`src/source/rv_pkg.sv`:
```
package rv_pkg;

  // ------------------------------------------------
  // Widths
  // ------------------------------------------------
  localparam int xlen = 32;

  typedef logic [4:0] reg_addr_t;

  // RV32I major opcodes kept by this core
  typedef enum logic [6:0] {
    opc_op     = 7'b0110011,
    opc_op_imm = 7'b0010011,
    opc_lui    = 7'b0110111,
    opc_load   = 7'b0000011,
    opc_store  = 7'b0100011,
    opc_branch = 7'b1100011,
    opc_jal    = 7'b1101111,
    opc_system = 7'b1110011
  } opcode_e;

  // ALU operations, pass_b serves LUI
  typedef enum logic [3:0] {
    alu_add,
    alu_sub,
    alu_and,
    alu_or,
    alu_xor,
    alu_slt,
    alu_sltu,
    alu_sll,
    alu_srl,
    alu_sra,
    alu_pass_b
  } alu_op_e;

  // Write-back source
  typedef enum logic [1:0] {
    res_alu,
    res_mem,
    res_pc4
  } res_src_e;

  // ------------------------------------------------
  // Stage boundaries
  // ------------------------------------------------
  typedef struct packed {
    logic            valid;
    logic [xlen-1:0] pc;
    logic [31:0]     instr;
  } if_id_t;

  typedef struct packed {
    logic            valid;
    logic            reg_write;
    logic            mem_read;
    logic            mem_write;
    logic            is_branch;
    logic            is_jal;
    logic [2:0]      funct3;
    alu_op_e         alu_op;
    logic            alu_b_imm;
    res_src_e        res_src;
    reg_addr_t       rd;
    logic [xlen-1:0] rs1_data;
    logic [xlen-1:0] rs2_data;
    logic [xlen-1:0] imm;
    logic [xlen-1:0] pc;
    logic            is_ebreak;
    logic            is_illegal;
  } id_ex_t;

  typedef struct packed {
    logic            valid;
    logic            reg_write;
    logic            mem_read;
    logic            mem_write;
    res_src_e        res_src;
    reg_addr_t       rd;
    logic [xlen-1:0] alu_result;
    logic [xlen-1:0] store_data;
    logic [xlen-1:0] pc_plus4;
    logic            is_ebreak;
    logic            is_illegal;
  } ex_mem_t;

  // Register file write port, fed back to decode
  typedef struct packed {
    logic            reg_write;
    reg_addr_t       rd;
    logic [xlen-1:0] rd_data;
  } wb_t;

endpackage

```
`src/source/rv_fetch.sv`:
```
`timescale 1ns/1ps

module rv_fetch #(
  parameter logic [rv_pkg::xlen-1:0] reset_pc = '0
) (
  input  logic                    clk,
  input  logic                    rst_n,
  input  logic                    stall,
  input  logic                    flush,
  input  logic                    redirect,
  input  logic [rv_pkg::xlen-1:0] redirect_target,
  output logic                    imem_ren,
  output logic [rv_pkg::xlen-1:0] imem_raddr,
  input  logic [31:0]             imem_rdata,
  output rv_pkg::if_id_t          if_id
);

  logic [rv_pkg::xlen-1:0] pc;

  // SRAM style fetch, word returns in the same cycle
  assign imem_ren   = !stall;
  assign imem_raddr = pc;

  // Program counter
  // Redirect from execute takes the target, otherwise step by one word
  always_ff @(posedge clk) begin
    if (!rst_n) begin
      pc <= reset_pc;
    end else if (!stall) begin
      pc <= redirect ? redirect_target : pc + rv_pkg::xlen'(4);
    end
  end

  // Fetch-to-decode register
  // Flush wins so a taken branch drops the wrong-path word
  always_ff @(posedge clk) begin
    if (!rst_n) begin
      if_id.valid <= 1'b0;
    end else if (flush) begin
      if_id.valid <= 1'b0;
    end else if (!stall) begin
      if_id.valid <= 1'b1;
      if_id.pc    <= pc;
      if_id.instr <= imem_rdata;
    end
  end

endmodule

```
`src/source/rv_decode.sv`:
```
`timescale 1ns/1ps

module rv_decode (
  input  logic              clk,
  input  logic              rst_n,
  input  rv_pkg::if_id_t    if_id,
  input  rv_pkg::wb_t       wb,
  input  logic              bubble,
  input  logic              flush,
  output rv_pkg::reg_addr_t rs1,
  output rv_pkg::reg_addr_t rs2,
  output logic              rs1_used,
  output logic              rs2_used,
  output rv_pkg::id_ex_t    id_ex
);

  localparam logic [31:0] ebreak_word = 32'h0010_0073;

  logic [rv_pkg::xlen-1:0] regs [32];
  logic [31:0]             instr;
  logic [2:0]              funct3;
  rv_pkg::reg_addr_t       rd;
  logic [rv_pkg::xlen-1:0] imm_i;
  logic [rv_pkg::xlen-1:0] imm_s;
  logic [rv_pkg::xlen-1:0] imm_b;
  logic [rv_pkg::xlen-1:0] imm_u;
  logic [rv_pkg::xlen-1:0] imm_j;
  logic                    writes_rd;
  logic                    use_rs1;
  logic                    use_rs2;
  rv_pkg::id_ex_t          id_next;

  assign instr  = if_id.instr;
  assign funct3 = instr[14:12];
  assign rd     = instr[11:7];
  assign rs1    = instr[19:15];
  assign rs2    = instr[24:20];

  // Source usage only counts for a live instruction
  assign rs1_used = if_id.valid && use_rs1;
  assign rs2_used = if_id.valid && use_rs2;

  // ------------------------------------------------
  // Immediates
  // ------------------------------------------------
  assign imm_i = {{20{instr[31]}}, instr[31:20]};
  assign imm_s = {{20{instr[31]}}, instr[31:25], instr[11:7]};
  assign imm_b = {{19{instr[31]}}, instr[31], instr[7], instr[30:25], instr[11:8], 1'b0};
  assign imm_u = {instr[31:12], 12'b0};
  assign imm_j = {{11{instr[31]}}, instr[31], instr[19:12], instr[20], instr[30:21], 1'b0};

  // funct3 to ALU operation, alt selects sub or sra
  function automatic rv_pkg::alu_op_e alu_decode(input logic [2:0] f3, input logic alt);
    case (f3)
      3'b000:  alu_decode = alt ? rv_pkg::alu_sub : rv_pkg::alu_add;
      3'b001:  alu_decode = rv_pkg::alu_sll;
      3'b010:  alu_decode = rv_pkg::alu_slt;
      3'b011:  alu_decode = rv_pkg::alu_sltu;
      3'b100:  alu_decode = rv_pkg::alu_xor;
      3'b101:  alu_decode = alt ? rv_pkg::alu_sra : rv_pkg::alu_srl;
      3'b110:  alu_decode = rv_pkg::alu_or;
      default: alu_decode = rv_pkg::alu_and;
    endcase
  endfunction

  // Register read with x0 tied low and write-back passed through
  function automatic logic [rv_pkg::xlen-1:0] read_reg(input rv_pkg::reg_addr_t addr);
    if (addr == 5'd0) begin
      read_reg = '0;
    end else if (wb.reg_write && wb.rd == addr) begin
      read_reg = wb.rd_data;
    end else begin
      read_reg = regs[addr];
    end
  endfunction

  // ------------------------------------------------
  // Control decode
  // ------------------------------------------------
  always_comb begin
    id_next        = '0;
    writes_rd      = 1'b0;
    use_rs1        = 1'b0;
    use_rs2        = 1'b0;
    id_next.valid  = if_id.valid;
    id_next.funct3 = funct3;
    id_next.rd     = rd;
    id_next.pc     = if_id.pc;
    case (rv_pkg::opcode_e'(instr[6:0]))
      rv_pkg::opc_op: begin
        writes_rd      = 1'b1;
        use_rs1        = 1'b1;
        use_rs2        = 1'b1;
        id_next.alu_op = alu_decode(funct3, instr[30]);
      end
      rv_pkg::opc_op_imm: begin
        writes_rd         = 1'b1;
        use_rs1           = 1'b1;
        id_next.alu_b_imm = 1'b1;
        id_next.imm       = imm_i;
        // No subtract form here, bit 30 only picks sra
        id_next.alu_op    = alu_decode(funct3, funct3 == 3'b101 && instr[30]);
      end
      rv_pkg::opc_lui: begin
        writes_rd         = 1'b1;
        id_next.alu_b_imm = 1'b1;
        id_next.imm       = imm_u;
        id_next.alu_op    = rv_pkg::alu_pass_b;
      end
      rv_pkg::opc_load: begin
        // Word loads only
        if (funct3 == 3'b010) begin
          writes_rd         = 1'b1;
          use_rs1           = 1'b1;
          id_next.mem_read  = 1'b1;
          id_next.alu_b_imm = 1'b1;
          id_next.imm       = imm_i;
          id_next.res_src   = rv_pkg::res_mem;
        end else begin
          id_next.is_illegal = 1'b1;
        end
      end
      rv_pkg::opc_store: begin
        if (funct3 == 3'b010) begin
          use_rs1           = 1'b1;
          use_rs2           = 1'b1;
          id_next.mem_write = 1'b1;
          id_next.alu_b_imm = 1'b1;
          id_next.imm       = imm_s;
        end else begin
          id_next.is_illegal = 1'b1;
        end
      end
      rv_pkg::opc_branch: begin
        // BEQ BNE BLT BGE have funct3 bit 1 clear
        if (!funct3[1]) begin
          use_rs1           = 1'b1;
          use_rs2           = 1'b1;
          id_next.is_branch = 1'b1;
          id_next.imm       = imm_b;
        end else begin
          id_next.is_illegal = 1'b1;
        end
      end
      rv_pkg::opc_jal: begin
        writes_rd       = 1'b1;
        id_next.is_jal  = 1'b1;
        id_next.imm     = imm_j;
        id_next.res_src = rv_pkg::res_pc4;
      end
      rv_pkg::opc_system: begin
        id_next.is_ebreak  = (instr == ebreak_word);
        id_next.is_illegal = (instr != ebreak_word);
      end
      default: begin
        id_next.is_illegal = 1'b1;
      end
    endcase
    // Writes to x0 are dropped here
    id_next.reg_write = writes_rd && (rd != 5'd0);
    id_next.rs1_data  = read_reg(rs1);
    id_next.rs2_data  = read_reg(rs2);
  end

  // Register file, write-back port
  always_ff @(posedge clk) begin
    if (wb.reg_write) begin
      regs[wb.rd] <= wb.rd_data;
    end
  end

  // Decode-to-execute register
  always_ff @(posedge clk) begin
    if (!rst_n) begin
      id_ex.valid <= 1'b0;
    end else if (bubble || flush) begin
      id_ex.valid <= 1'b0;
    end else begin
      id_ex <= id_next;
    end
  end

  // x0 must never see a write from the end of the pipe
  x0_never_written : assert property (
    @(posedge clk) disable iff (!rst_n) wb.reg_write |-> wb.rd != 5'd0
  );

endmodule

```
`src/source/rv_execute.sv`:
```
`timescale 1ns/1ps

module rv_execute (
  input  logic                    clk,
  input  logic                    rst_n,
  input  rv_pkg::id_ex_t          id_ex,
  input  logic                    flush,
  output logic                    redirect,
  output logic [rv_pkg::xlen-1:0] redirect_target,
  output rv_pkg::ex_mem_t         ex_mem
);

  logic [rv_pkg::xlen-1:0] alu_a;
  logic [rv_pkg::xlen-1:0] alu_b;
  logic [rv_pkg::xlen-1:0] alu_result;
  logic [4:0]              shamt;
  logic                    branch_cond;

  // Operand select
  assign alu_a = id_ex.rs1_data;
  assign alu_b = id_ex.alu_b_imm ? id_ex.imm : id_ex.rs2_data;
  assign shamt = alu_b[4:0];

  // ------------------------------------------------
  // ALU
  // ------------------------------------------------
  always_comb begin
    case (id_ex.alu_op)
      rv_pkg::alu_add:    alu_result = alu_a + alu_b;
      rv_pkg::alu_sub:    alu_result = alu_a - alu_b;
      rv_pkg::alu_and:    alu_result = alu_a & alu_b;
      rv_pkg::alu_or:     alu_result = alu_a | alu_b;
      rv_pkg::alu_xor:    alu_result = alu_a ^ alu_b;
      rv_pkg::alu_slt:    alu_result = rv_pkg::xlen'($signed(alu_a) < $signed(alu_b));
      rv_pkg::alu_sltu:   alu_result = rv_pkg::xlen'(alu_a < alu_b);
      rv_pkg::alu_sll:    alu_result = alu_a << shamt;
      rv_pkg::alu_srl:    alu_result = alu_a >> shamt;
      rv_pkg::alu_sra:    alu_result = $signed(alu_a) >>> shamt;
      rv_pkg::alu_pass_b: alu_result = alu_b;
      default:            alu_result = '0;
    endcase
  end

  // Branch compare on the two register values
  always_comb begin
    case (id_ex.funct3)
      3'b000:  branch_cond = (id_ex.rs1_data == id_ex.rs2_data);
      3'b001:  branch_cond = (id_ex.rs1_data != id_ex.rs2_data);
      3'b100:  branch_cond = ($signed(id_ex.rs1_data) < $signed(id_ex.rs2_data));
      3'b101:  branch_cond = ($signed(id_ex.rs1_data) >= $signed(id_ex.rs2_data));
      default: branch_cond = 1'b0;
    endcase
  end

  // Taken branch or JAL, both target pc plus immediate
  assign redirect = id_ex.valid && ((id_ex.is_branch && branch_cond) || id_ex.is_jal);
  assign redirect_target = id_ex.pc + id_ex.imm;

  // ------------------------------------------------
  // Execute-to-memory register
  // ------------------------------------------------
  always_ff @(posedge clk) begin
    if (!rst_n) begin
      ex_mem.valid <= 1'b0;
    end else if (flush) begin
      ex_mem.valid <= 1'b0;
    end else begin
      ex_mem.valid      <= id_ex.valid;
      ex_mem.reg_write  <= id_ex.reg_write;
      ex_mem.mem_read   <= id_ex.mem_read;
      ex_mem.mem_write  <= id_ex.mem_write;
      ex_mem.res_src    <= id_ex.res_src;
      ex_mem.rd         <= id_ex.rd;
      ex_mem.alu_result <= alu_result;
      ex_mem.store_data <= id_ex.rs2_data;
      ex_mem.pc_plus4   <= id_ex.pc + rv_pkg::xlen'(4);
      ex_mem.is_ebreak  <= id_ex.is_ebreak;
      ex_mem.is_illegal <= id_ex.is_illegal;
    end
  end

  // Younger slot is squashed on the cycle after a redirect
  redirect_kills_decode : assert property (
    @(posedge clk) disable iff (!rst_n) redirect |=> !id_ex.valid
  );

endmodule

```
`src/source/rv_mem_wb.sv`:
```
`timescale 1ns/1ps

module rv_mem_wb (
  input  logic                    clk,
  input  logic                    rst_n,
  input  rv_pkg::ex_mem_t         ex_mem,
  input  logic                    freeze,
  output logic                    dmem_ren,
  output logic [rv_pkg::xlen-1:0] dmem_raddr,
  input  logic [rv_pkg::xlen-1:0] dmem_rdata,
  output logic                    dmem_we,
  output logic [rv_pkg::xlen-1:0] dmem_waddr,
  output logic [rv_pkg::xlen-1:0] dmem_wdata,
  output logic [3:0]              dmem_wstrb,
  output rv_pkg::wb_t             wb,
  output logic                    halt,
  output logic                    ebreak,
  output logic                    trap
);

  logic                    live;
  logic [rv_pkg::xlen-1:0] result;

  // Nothing past a halt touches memory or registers
  assign live = ex_mem.valid && !freeze;

  // Data memory, word access only
  assign dmem_ren   = live && ex_mem.mem_read;
  assign dmem_raddr = ex_mem.alu_result;
  assign dmem_we    = live && ex_mem.mem_write;
  assign dmem_waddr = ex_mem.alu_result;
  assign dmem_wdata = ex_mem.store_data;
  assign dmem_wstrb = 4'b1111;

  // Result select
  always_comb begin
    case (ex_mem.res_src)
      rv_pkg::res_mem: result = dmem_rdata;
      rv_pkg::res_pc4: result = ex_mem.pc_plus4;
      default:         result = ex_mem.alu_result;
    endcase
  end

  // Memory-to-writeback register and sticky halt flags
  always_ff @(posedge clk) begin
    if (!rst_n) begin
      wb.reg_write <= 1'b0;
      ebreak       <= 1'b0;
      trap         <= 1'b0;
    end else begin
      wb.reg_write <= live && ex_mem.reg_write;
      wb.rd        <= ex_mem.rd;
      wb.rd_data   <= result;
      ebreak       <= ebreak || (live && ex_mem.is_ebreak);
      trap         <= trap || (live && ex_mem.is_illegal);
    end
  end

  assign halt = ebreak || trap;

  // Decode never marks an instruction as both load and store
  no_read_and_write : assert property (
    @(posedge clk) disable iff (!rst_n) !(dmem_we && dmem_ren)
  );

endmodule

```
`src/source/rv_hazard.sv`:
```
`timescale 1ns/1ps

module rv_hazard (
  input  rv_pkg::reg_addr_t rs1,
  input  rv_pkg::reg_addr_t rs2,
  input  logic              rs1_used,
  input  logic              rs2_used,
  input  rv_pkg::ex_mem_t   ex_mem,
  input  rv_pkg::id_ex_t    id_ex,
  input  logic              redirect,
  input  logic              halt,
  output logic              stall_if_id,
  output logic              bubble_ex,
  output logic              flush_if_id,
  output logic              freeze_all
);

  logic ex_hit;
  logic mem_hit;
  logic raw;

  // Pending write to a register that decode reads
  function automatic logic src_match(input logic valid, input logic reg_write,
                                     input rv_pkg::reg_addr_t rd);
    src_match = valid && reg_write && (rd != 5'd0) &&
                ((rs1_used && rs1 == rd) || (rs2_used && rs2 == rd));
  endfunction

  // Execute and memory hold results not yet in the register file
  always_comb begin
    ex_hit  = src_match(id_ex.valid, id_ex.reg_write, id_ex.rd);
    mem_hit = src_match(ex_mem.valid, ex_mem.reg_write, ex_mem.rd);
  end

  assign raw = ex_hit || mem_hit;

  // Flush beats a data stall, halt freezes the front end for good
  assign flush_if_id = redirect;
  assign stall_if_id = halt || (raw && !redirect);
  assign bubble_ex   = raw;
  assign freeze_all  = halt;

endmodule

```
`src/source/rv_core.sv`:
```
`timescale 1ns/1ps

module rv_core #(
  parameter logic [rv_pkg::xlen-1:0] reset_pc = '0
) (
  input  logic                    clk,
  input  logic                    rst_n,
  output logic                    imem_ren,
  output logic [rv_pkg::xlen-1:0] imem_raddr,
  input  logic [31:0]             imem_rdata,
  output logic                    dmem_ren,
  output logic [rv_pkg::xlen-1:0] dmem_raddr,
  input  logic [rv_pkg::xlen-1:0] dmem_rdata,
  output logic                    dmem_we,
  output logic [rv_pkg::xlen-1:0] dmem_waddr,
  output logic [rv_pkg::xlen-1:0] dmem_wdata,
  output logic [3:0]              dmem_wstrb,
  output logic                    ebreak,
  output logic                    trap
);

  // ------------------------------------------------
  // Stage boundaries
  // ------------------------------------------------
  rv_pkg::if_id_t          if_id;
  rv_pkg::id_ex_t          id_ex;
  rv_pkg::ex_mem_t         ex_mem;
  rv_pkg::wb_t             wb;

  // Decode sources for the stall check
  rv_pkg::reg_addr_t       rs1;
  rv_pkg::reg_addr_t       rs2;
  logic                    rs1_used;
  logic                    rs2_used;

  // Control from execute and hazard unit
  logic                    redirect;
  logic [rv_pkg::xlen-1:0] redirect_target;
  logic                    halt;
  logic                    stall_if_id;
  logic                    bubble_ex;
  logic                    flush_if_id;
  logic                    freeze_all;

  rv_fetch #(
    .reset_pc(reset_pc)
  ) fetch_inst (
    .clk            (clk),
    .rst_n          (rst_n),
    .stall          (stall_if_id),
    .flush          (flush_if_id),
    .redirect       (redirect),
    .redirect_target(redirect_target),
    .imem_ren       (imem_ren),
    .imem_raddr     (imem_raddr),
    .imem_rdata     (imem_rdata),
    .if_id          (if_id)
  );

  rv_decode decode_inst (
    .clk     (clk),
    .rst_n   (rst_n),
    .if_id   (if_id),
    .wb      (wb),
    .bubble  (bubble_ex),
    .flush   (flush_if_id),
    .rs1     (rs1),
    .rs2     (rs2),
    .rs1_used(rs1_used),
    .rs2_used(rs2_used),
    .id_ex   (id_ex)
  );

  // Frozen execute stops feeding the memory stage
  rv_execute execute_inst (
    .clk            (clk),
    .rst_n          (rst_n),
    .id_ex          (id_ex),
    .flush          (freeze_all),
    .redirect       (redirect),
    .redirect_target(redirect_target),
    .ex_mem         (ex_mem)
  );

  rv_mem_wb mem_wb_inst (
    .clk       (clk),
    .rst_n     (rst_n),
    .ex_mem    (ex_mem),
    .freeze    (freeze_all),
    .dmem_ren  (dmem_ren),
    .dmem_raddr(dmem_raddr),
    .dmem_rdata(dmem_rdata),
    .dmem_we   (dmem_we),
    .dmem_waddr(dmem_waddr),
    .dmem_wdata(dmem_wdata),
    .dmem_wstrb(dmem_wstrb),
    .wb        (wb),
    .halt      (halt),
    .ebreak    (ebreak),
    .trap      (trap)
  );

  rv_hazard hazard_inst (
    .rs1        (rs1),
    .rs2        (rs2),
    .rs1_used   (rs1_used),
    .rs2_used   (rs2_used),
    .ex_mem     (ex_mem),
    .id_ex      (id_ex),
    .redirect   (redirect),
    .halt       (halt),
    .stall_if_id(stall_if_id),
    .bubble_ex  (bubble_ex),
    .flush_if_id(flush_if_id),
    .freeze_all (freeze_all)
  );

endmodule

```
`config.mk`:
```
export PLATFORM = sky130hd
export DESIGN_NAME = rv_core
export DESIGN_NICKNAME = d
export VERILOG_FILES = /design/src/source/rv_pkg.sv /design/src/source/rv_fetch.sv /design/src/source/rv_decode.sv /design/src/source/rv_execute.sv /design/src/source/rv_mem_wb.sv /design/src/source/rv_hazard.sv /design/src/source/rv_core.sv
export SDC_FILE = /design/constraint.sdc
export NUM_CORES = 2
export LEC_CHECK = 0
export ABC_AREA = 1
export BUFFER_PORTS_ARGS = -buffer_cell sky130_fd_sc_hd__buf_2
export CORE_MARGIN = 1.5
export CORE_UTILIZATION = 40
export CTS_CLUSTER_DIAMETER = 100
export DETAILED_ROUTE_END_ITERATION = 16
export PLACE_DENSITY = 0.64
export SYNTH_ARGS = -nofsm -noshare
export SYNTH_HDL_FRONTEND = slang
export SYNTH_SLANG_ARGS = --single-unit
```
`constraint.sdc`:
```
create_clock -name clk -period 12.89 [get_ports clk]
set_clock_uncertainty 0.05 [all_clocks]
set_input_delay 0.6445 -clock clk [delete_from_list [all_inputs] [get_ports clk]]
set_output_delay 0.6445 -clock clk [all_outputs]
set_load 0.01 [all_outputs]
```
==> results.txt <==
total wire length: 318000 µm
Core Region: 190000 µm²
unrepaired setup endpoints after global routing: false
Non-Filler Instances: 10600
chip width: 440 µm
CTS resizes: 0
first-pass GRT wire length: 447000 µm
Gate Count Post-Synth: 8050
share of post-route cells with drive strength above 1: 0.0899
Tcrit/Tclk final: 0.457
Reg-to-Reg End: decode_inst.id_ex[119]$_SDFFCE_PN0P_
grt ovf: 0
number of buffers created by CTS: 154
Max-cap violations: 0
Syn-to-layout area delta: 10.7%
H-tree depth: 4
antenna-violating nets left: 0
Final setup viols: 0
max_slew headroom: 0.0957
drt drc: 0
clk buf depth: 3
CTS root buffer: clkbuf_16
total negative slack: 0 ns
Main synth FF type: edfxtp_1
status: complete, no violations
PnR worst setup slack: 7.00 ns
mean area per synthesized cell: 9.49 µm²
GP Congestion: 1.04
hold_ws: 0.251 ns
number of synthesized register bits: 1420
CP max FO: 83
Die Ht: 440 µm
clk sinks: 1420
number of global-route vias before repair: 62600
HP Class: primary input to register
Peak VDD IR: 0.000151 V
Critical Path Sink Type: register
post-synthesis sequential area ratio: 0.553
DP Cell Count: 10300
Critical Path AT: 6.28 ns
later-pin clock latency in the skew report: 0.84 ns
slew at the pin closest to its max-slew limit: 1.34 ns
FP Rows: 160
Worst R2R Path Depth: 19
power per cell area: 145 nW/µm²
largest net degree at the start of global routing: 169
fin util: 0.445
leak pwr: 30.3 nW
kind of critical path: register to register
flop2flop setup slack: 7.00 ns
Ys Warns: 0
initial antenna violation count: 11
Setup crit end: decode_inst.id_ex[119]$_SDFFCE_PN0P_
fmax: 170 MHz
Initial Utilization: 0.402
Async S/R FF share, synth: 0
Setup crit start kind: register
WL per Instance: 30.0 µm
die area: 194000 µm²
Pins Over Slew Limit: 0
r2r startpoint: decode_inst.id_ex[129]$_SDFFCE_PN0P_
count of cell types in the netlist: 68
via count: 67200
starting DRC count in detailed routing: 11000
Power, Total: 12.3 mW
Final min period: 5.89 ns
number of I/O pins: 203
HPWL Detailed: 201000 µm
GRT Util Overall: 0.318
fin area: 84600 µm²
nets: 8187
Setup Buffers After CTS: 0
placed inst area: 79200 µm²
Fin. Hold Viols: 0
CTS tree: yes
Post-synth EDFFs: 1382
1st-pass router iterations: 9
Port Buffers: 198
Critical Path Source: decode_inst.id_ex[129]$_SDFFCE_PN0P_
Synth Cell Area: 76400 µm²
Worst-path clk slew: 0.06 ns
post-DR vias/cell: 6.34
pre-CTS setup slack: 7.07 ns
CP required: 13.28 ns
[where the power goes]
| part | leakage, nW | internal, mW | switching [mW] | total [mW] |
|---|---|---|---|---|
| sequential | 13.1 | 5.32 | 0.245 | 5.57 |
| clock | 2.44 | 2.51 | 1.94 | 4.44 |
| combinational | 14.8 | 0.590 | 1.68 | 2.27 |
| total | 30.3 | 8.42 | 3.86 | 12.3 |
[timing repair]
item                                    CTS  global route
endpoints found under the setup margin    0             0
hold endpoints to repair                 32             0
hold buffers                             32             0
[critical path, stage by stage, from the launching register on]
cell and delay, ns:
edfxtp_1 0.63, ha_1 0.50, nand2_1 0.11, nor2_2 0.15, nand2_2 0.10, nor4_4 0.17
nand2_1 0.10, nand2_1 0.06, nand2_1 0.07, nand3_1 0.07, nand2_1 0.05, inv_1 0.05
nand2_1 0.13, nand2_1 0.11, nand2_2 0.25, nand2_2 0.58, nand2_1 0.31, a21oi_4 0.18
buf_4 0.86, buf_4 0.84
[worst min path at each step]
stage	from	end	slack, ns	cells after the start
after global routing	dmem_rdata[11]	mem_wb_inst.wb[11]$_DFFE_PP_	0.22	3
final	dmem_rdata[11]	mem_wb_inst.wb[11]$_DFFE_PP_	0.25	3
after detailed placement	fetch_inst.if_id[49]$_DFFE_PP_	decode_inst.id_ex[19]$_DFFE_PP_	0.36	0
after floorplan	fetch_inst.if_id[40]$_DFFE_PP_	decode_inst.id_ex[10]$_DFFE_PP_	0.35	0
after CTS	dmem_rdata[11]	mem_wb_inst.wb[11]$_DFFE_PP_	0.21	3
after global placement	fetch_inst.if_id[45]$_DFFE_PP_	decode_inst.id_ex[15]$_DFFE_PP_	0.35	0
[registers in the layout, summed over array words and instances (netlist names)]
| name | flops |
|---|---|
| mem_wb_inst.wb | 38 |
| decode_inst.id_ex | 150 |
| fetch_inst.imem_raddr | 32 |
| mem_wb_inst.trap | 1 |
| mem_wb_inst.ebreak | 1 |
| execute_inst.ex_mem | 109 |
| decode_inst.regs | 1024 |
| fetch_inst.if_id | 65 |
[final cells by class]
type	instances	area [µm²]
fill	17700	105000
timing repair buffer	386	2580
clock buffer	185	4100
multi-input combinational	5379	29200
clock inverter	97	915
inverter	613	2330
antenna	8	20.0
sequential	1420	42300
tap	2511	3140
[routing by layer]
layer / vias up / part of all wire / global-route usage
li1: 28800 / - / -
met2: 4944 / 0.44 / 0.485
met4: 10 / 0.080 / 0.219
met5: - / 0.00022 / 0
met3: 1151 / 0.12 / 0.0726
met1: 32300 / 0.36 / 0.402
[Yosys cell counts (all sizes together) (8+ instances only)]
| master | count | share of area |
|---|---|---|
| a211oi | 8 | 0.00079 |
| a21o | 15 | 0.0015 |
| a21oi | 687 | 0.045 |
| a221oi | 41 | 0.0047 |
| a22oi | 119 | 0.012 |
| a31oi | 17 | 0.0014 |
| a32o | 11 | 0.0014 |
| buf | 241 | 0.019 |
| clkbuf | 400 | 0.020 |
| clkinv | 8 | 0.00041 |
| dfxtp | 38 | 0.010 |
| edfxtp | 1382 | 0.54 |
| ha | 164 | 0.027 |
| inv | 605 | 0.030 |
| mux2i | 17 | 0.0022 |
| nand2 | 956 | 0.047 |
| nand3 | 286 | 0.019 |
| nand4 | 79 | 0.0065 |
| nor2 | 843 | 0.042 |
| nor3 | 52 | 0.0039 |
| nor4 | 15 | 0.0018 |
| o2111ai | 21 | 0.0024 |
| o211ai | 224 | 0.022 |
| o21a | 10 | 0.00098 |
| o21ai | 1323 | 0.087 |
| o21bai | 9 | 0.00088 |
| o221ai | 124 | 0.014 |
| o22ai | 123 | 0.010 |
| o311ai | 11 | 0.0013 |
| o31ai | 28 | 0.0028 |
| or2 | 52 | 0.0043 |
| xnor2 | 31 | 0.0036 |
| xor2 | 78 | 0.0089 |
[cell usage in the layout (no fill, tap or decap), types with 38 or more instances in the layout]
cell       synthesis  final
dfxtp_1           38     38
o22ai_1          123    123
a221oi_1          41     41
edfxtp_1        1382   1382
o221ai_1         124    124
nor2_1           835    792
nand3_1          284    282
ha_1             164    164
o211ai_1         224    224
nor3_1            45     45
nand2_1          950    950
a21oi_1          686    685
nor2_4             4     44
clkbuf_16          0    158
a22oi_1          119    119
nand4_1           79     79
inv_1            591    588
or2_2             41     41
buf_2             84    198
xor2_1            78     78
o21ai_0         1285   1283
buf_4            105    148
[cell families after synthesis]
kind of cell / share of synthesized area
AO/OA/AOI/OAI: 0.210
XOR/XNOR: 0.0125
adder cells (fa/ha/maj): 0.0276
buffers and inverters: 0.0689
flip-flops: 0.553
multiplexers: 0.00223
other: 0.0000491
AND/OR/NAND/NOR: 0.126
Note: power is estimated with default switching activity, not from simulation.
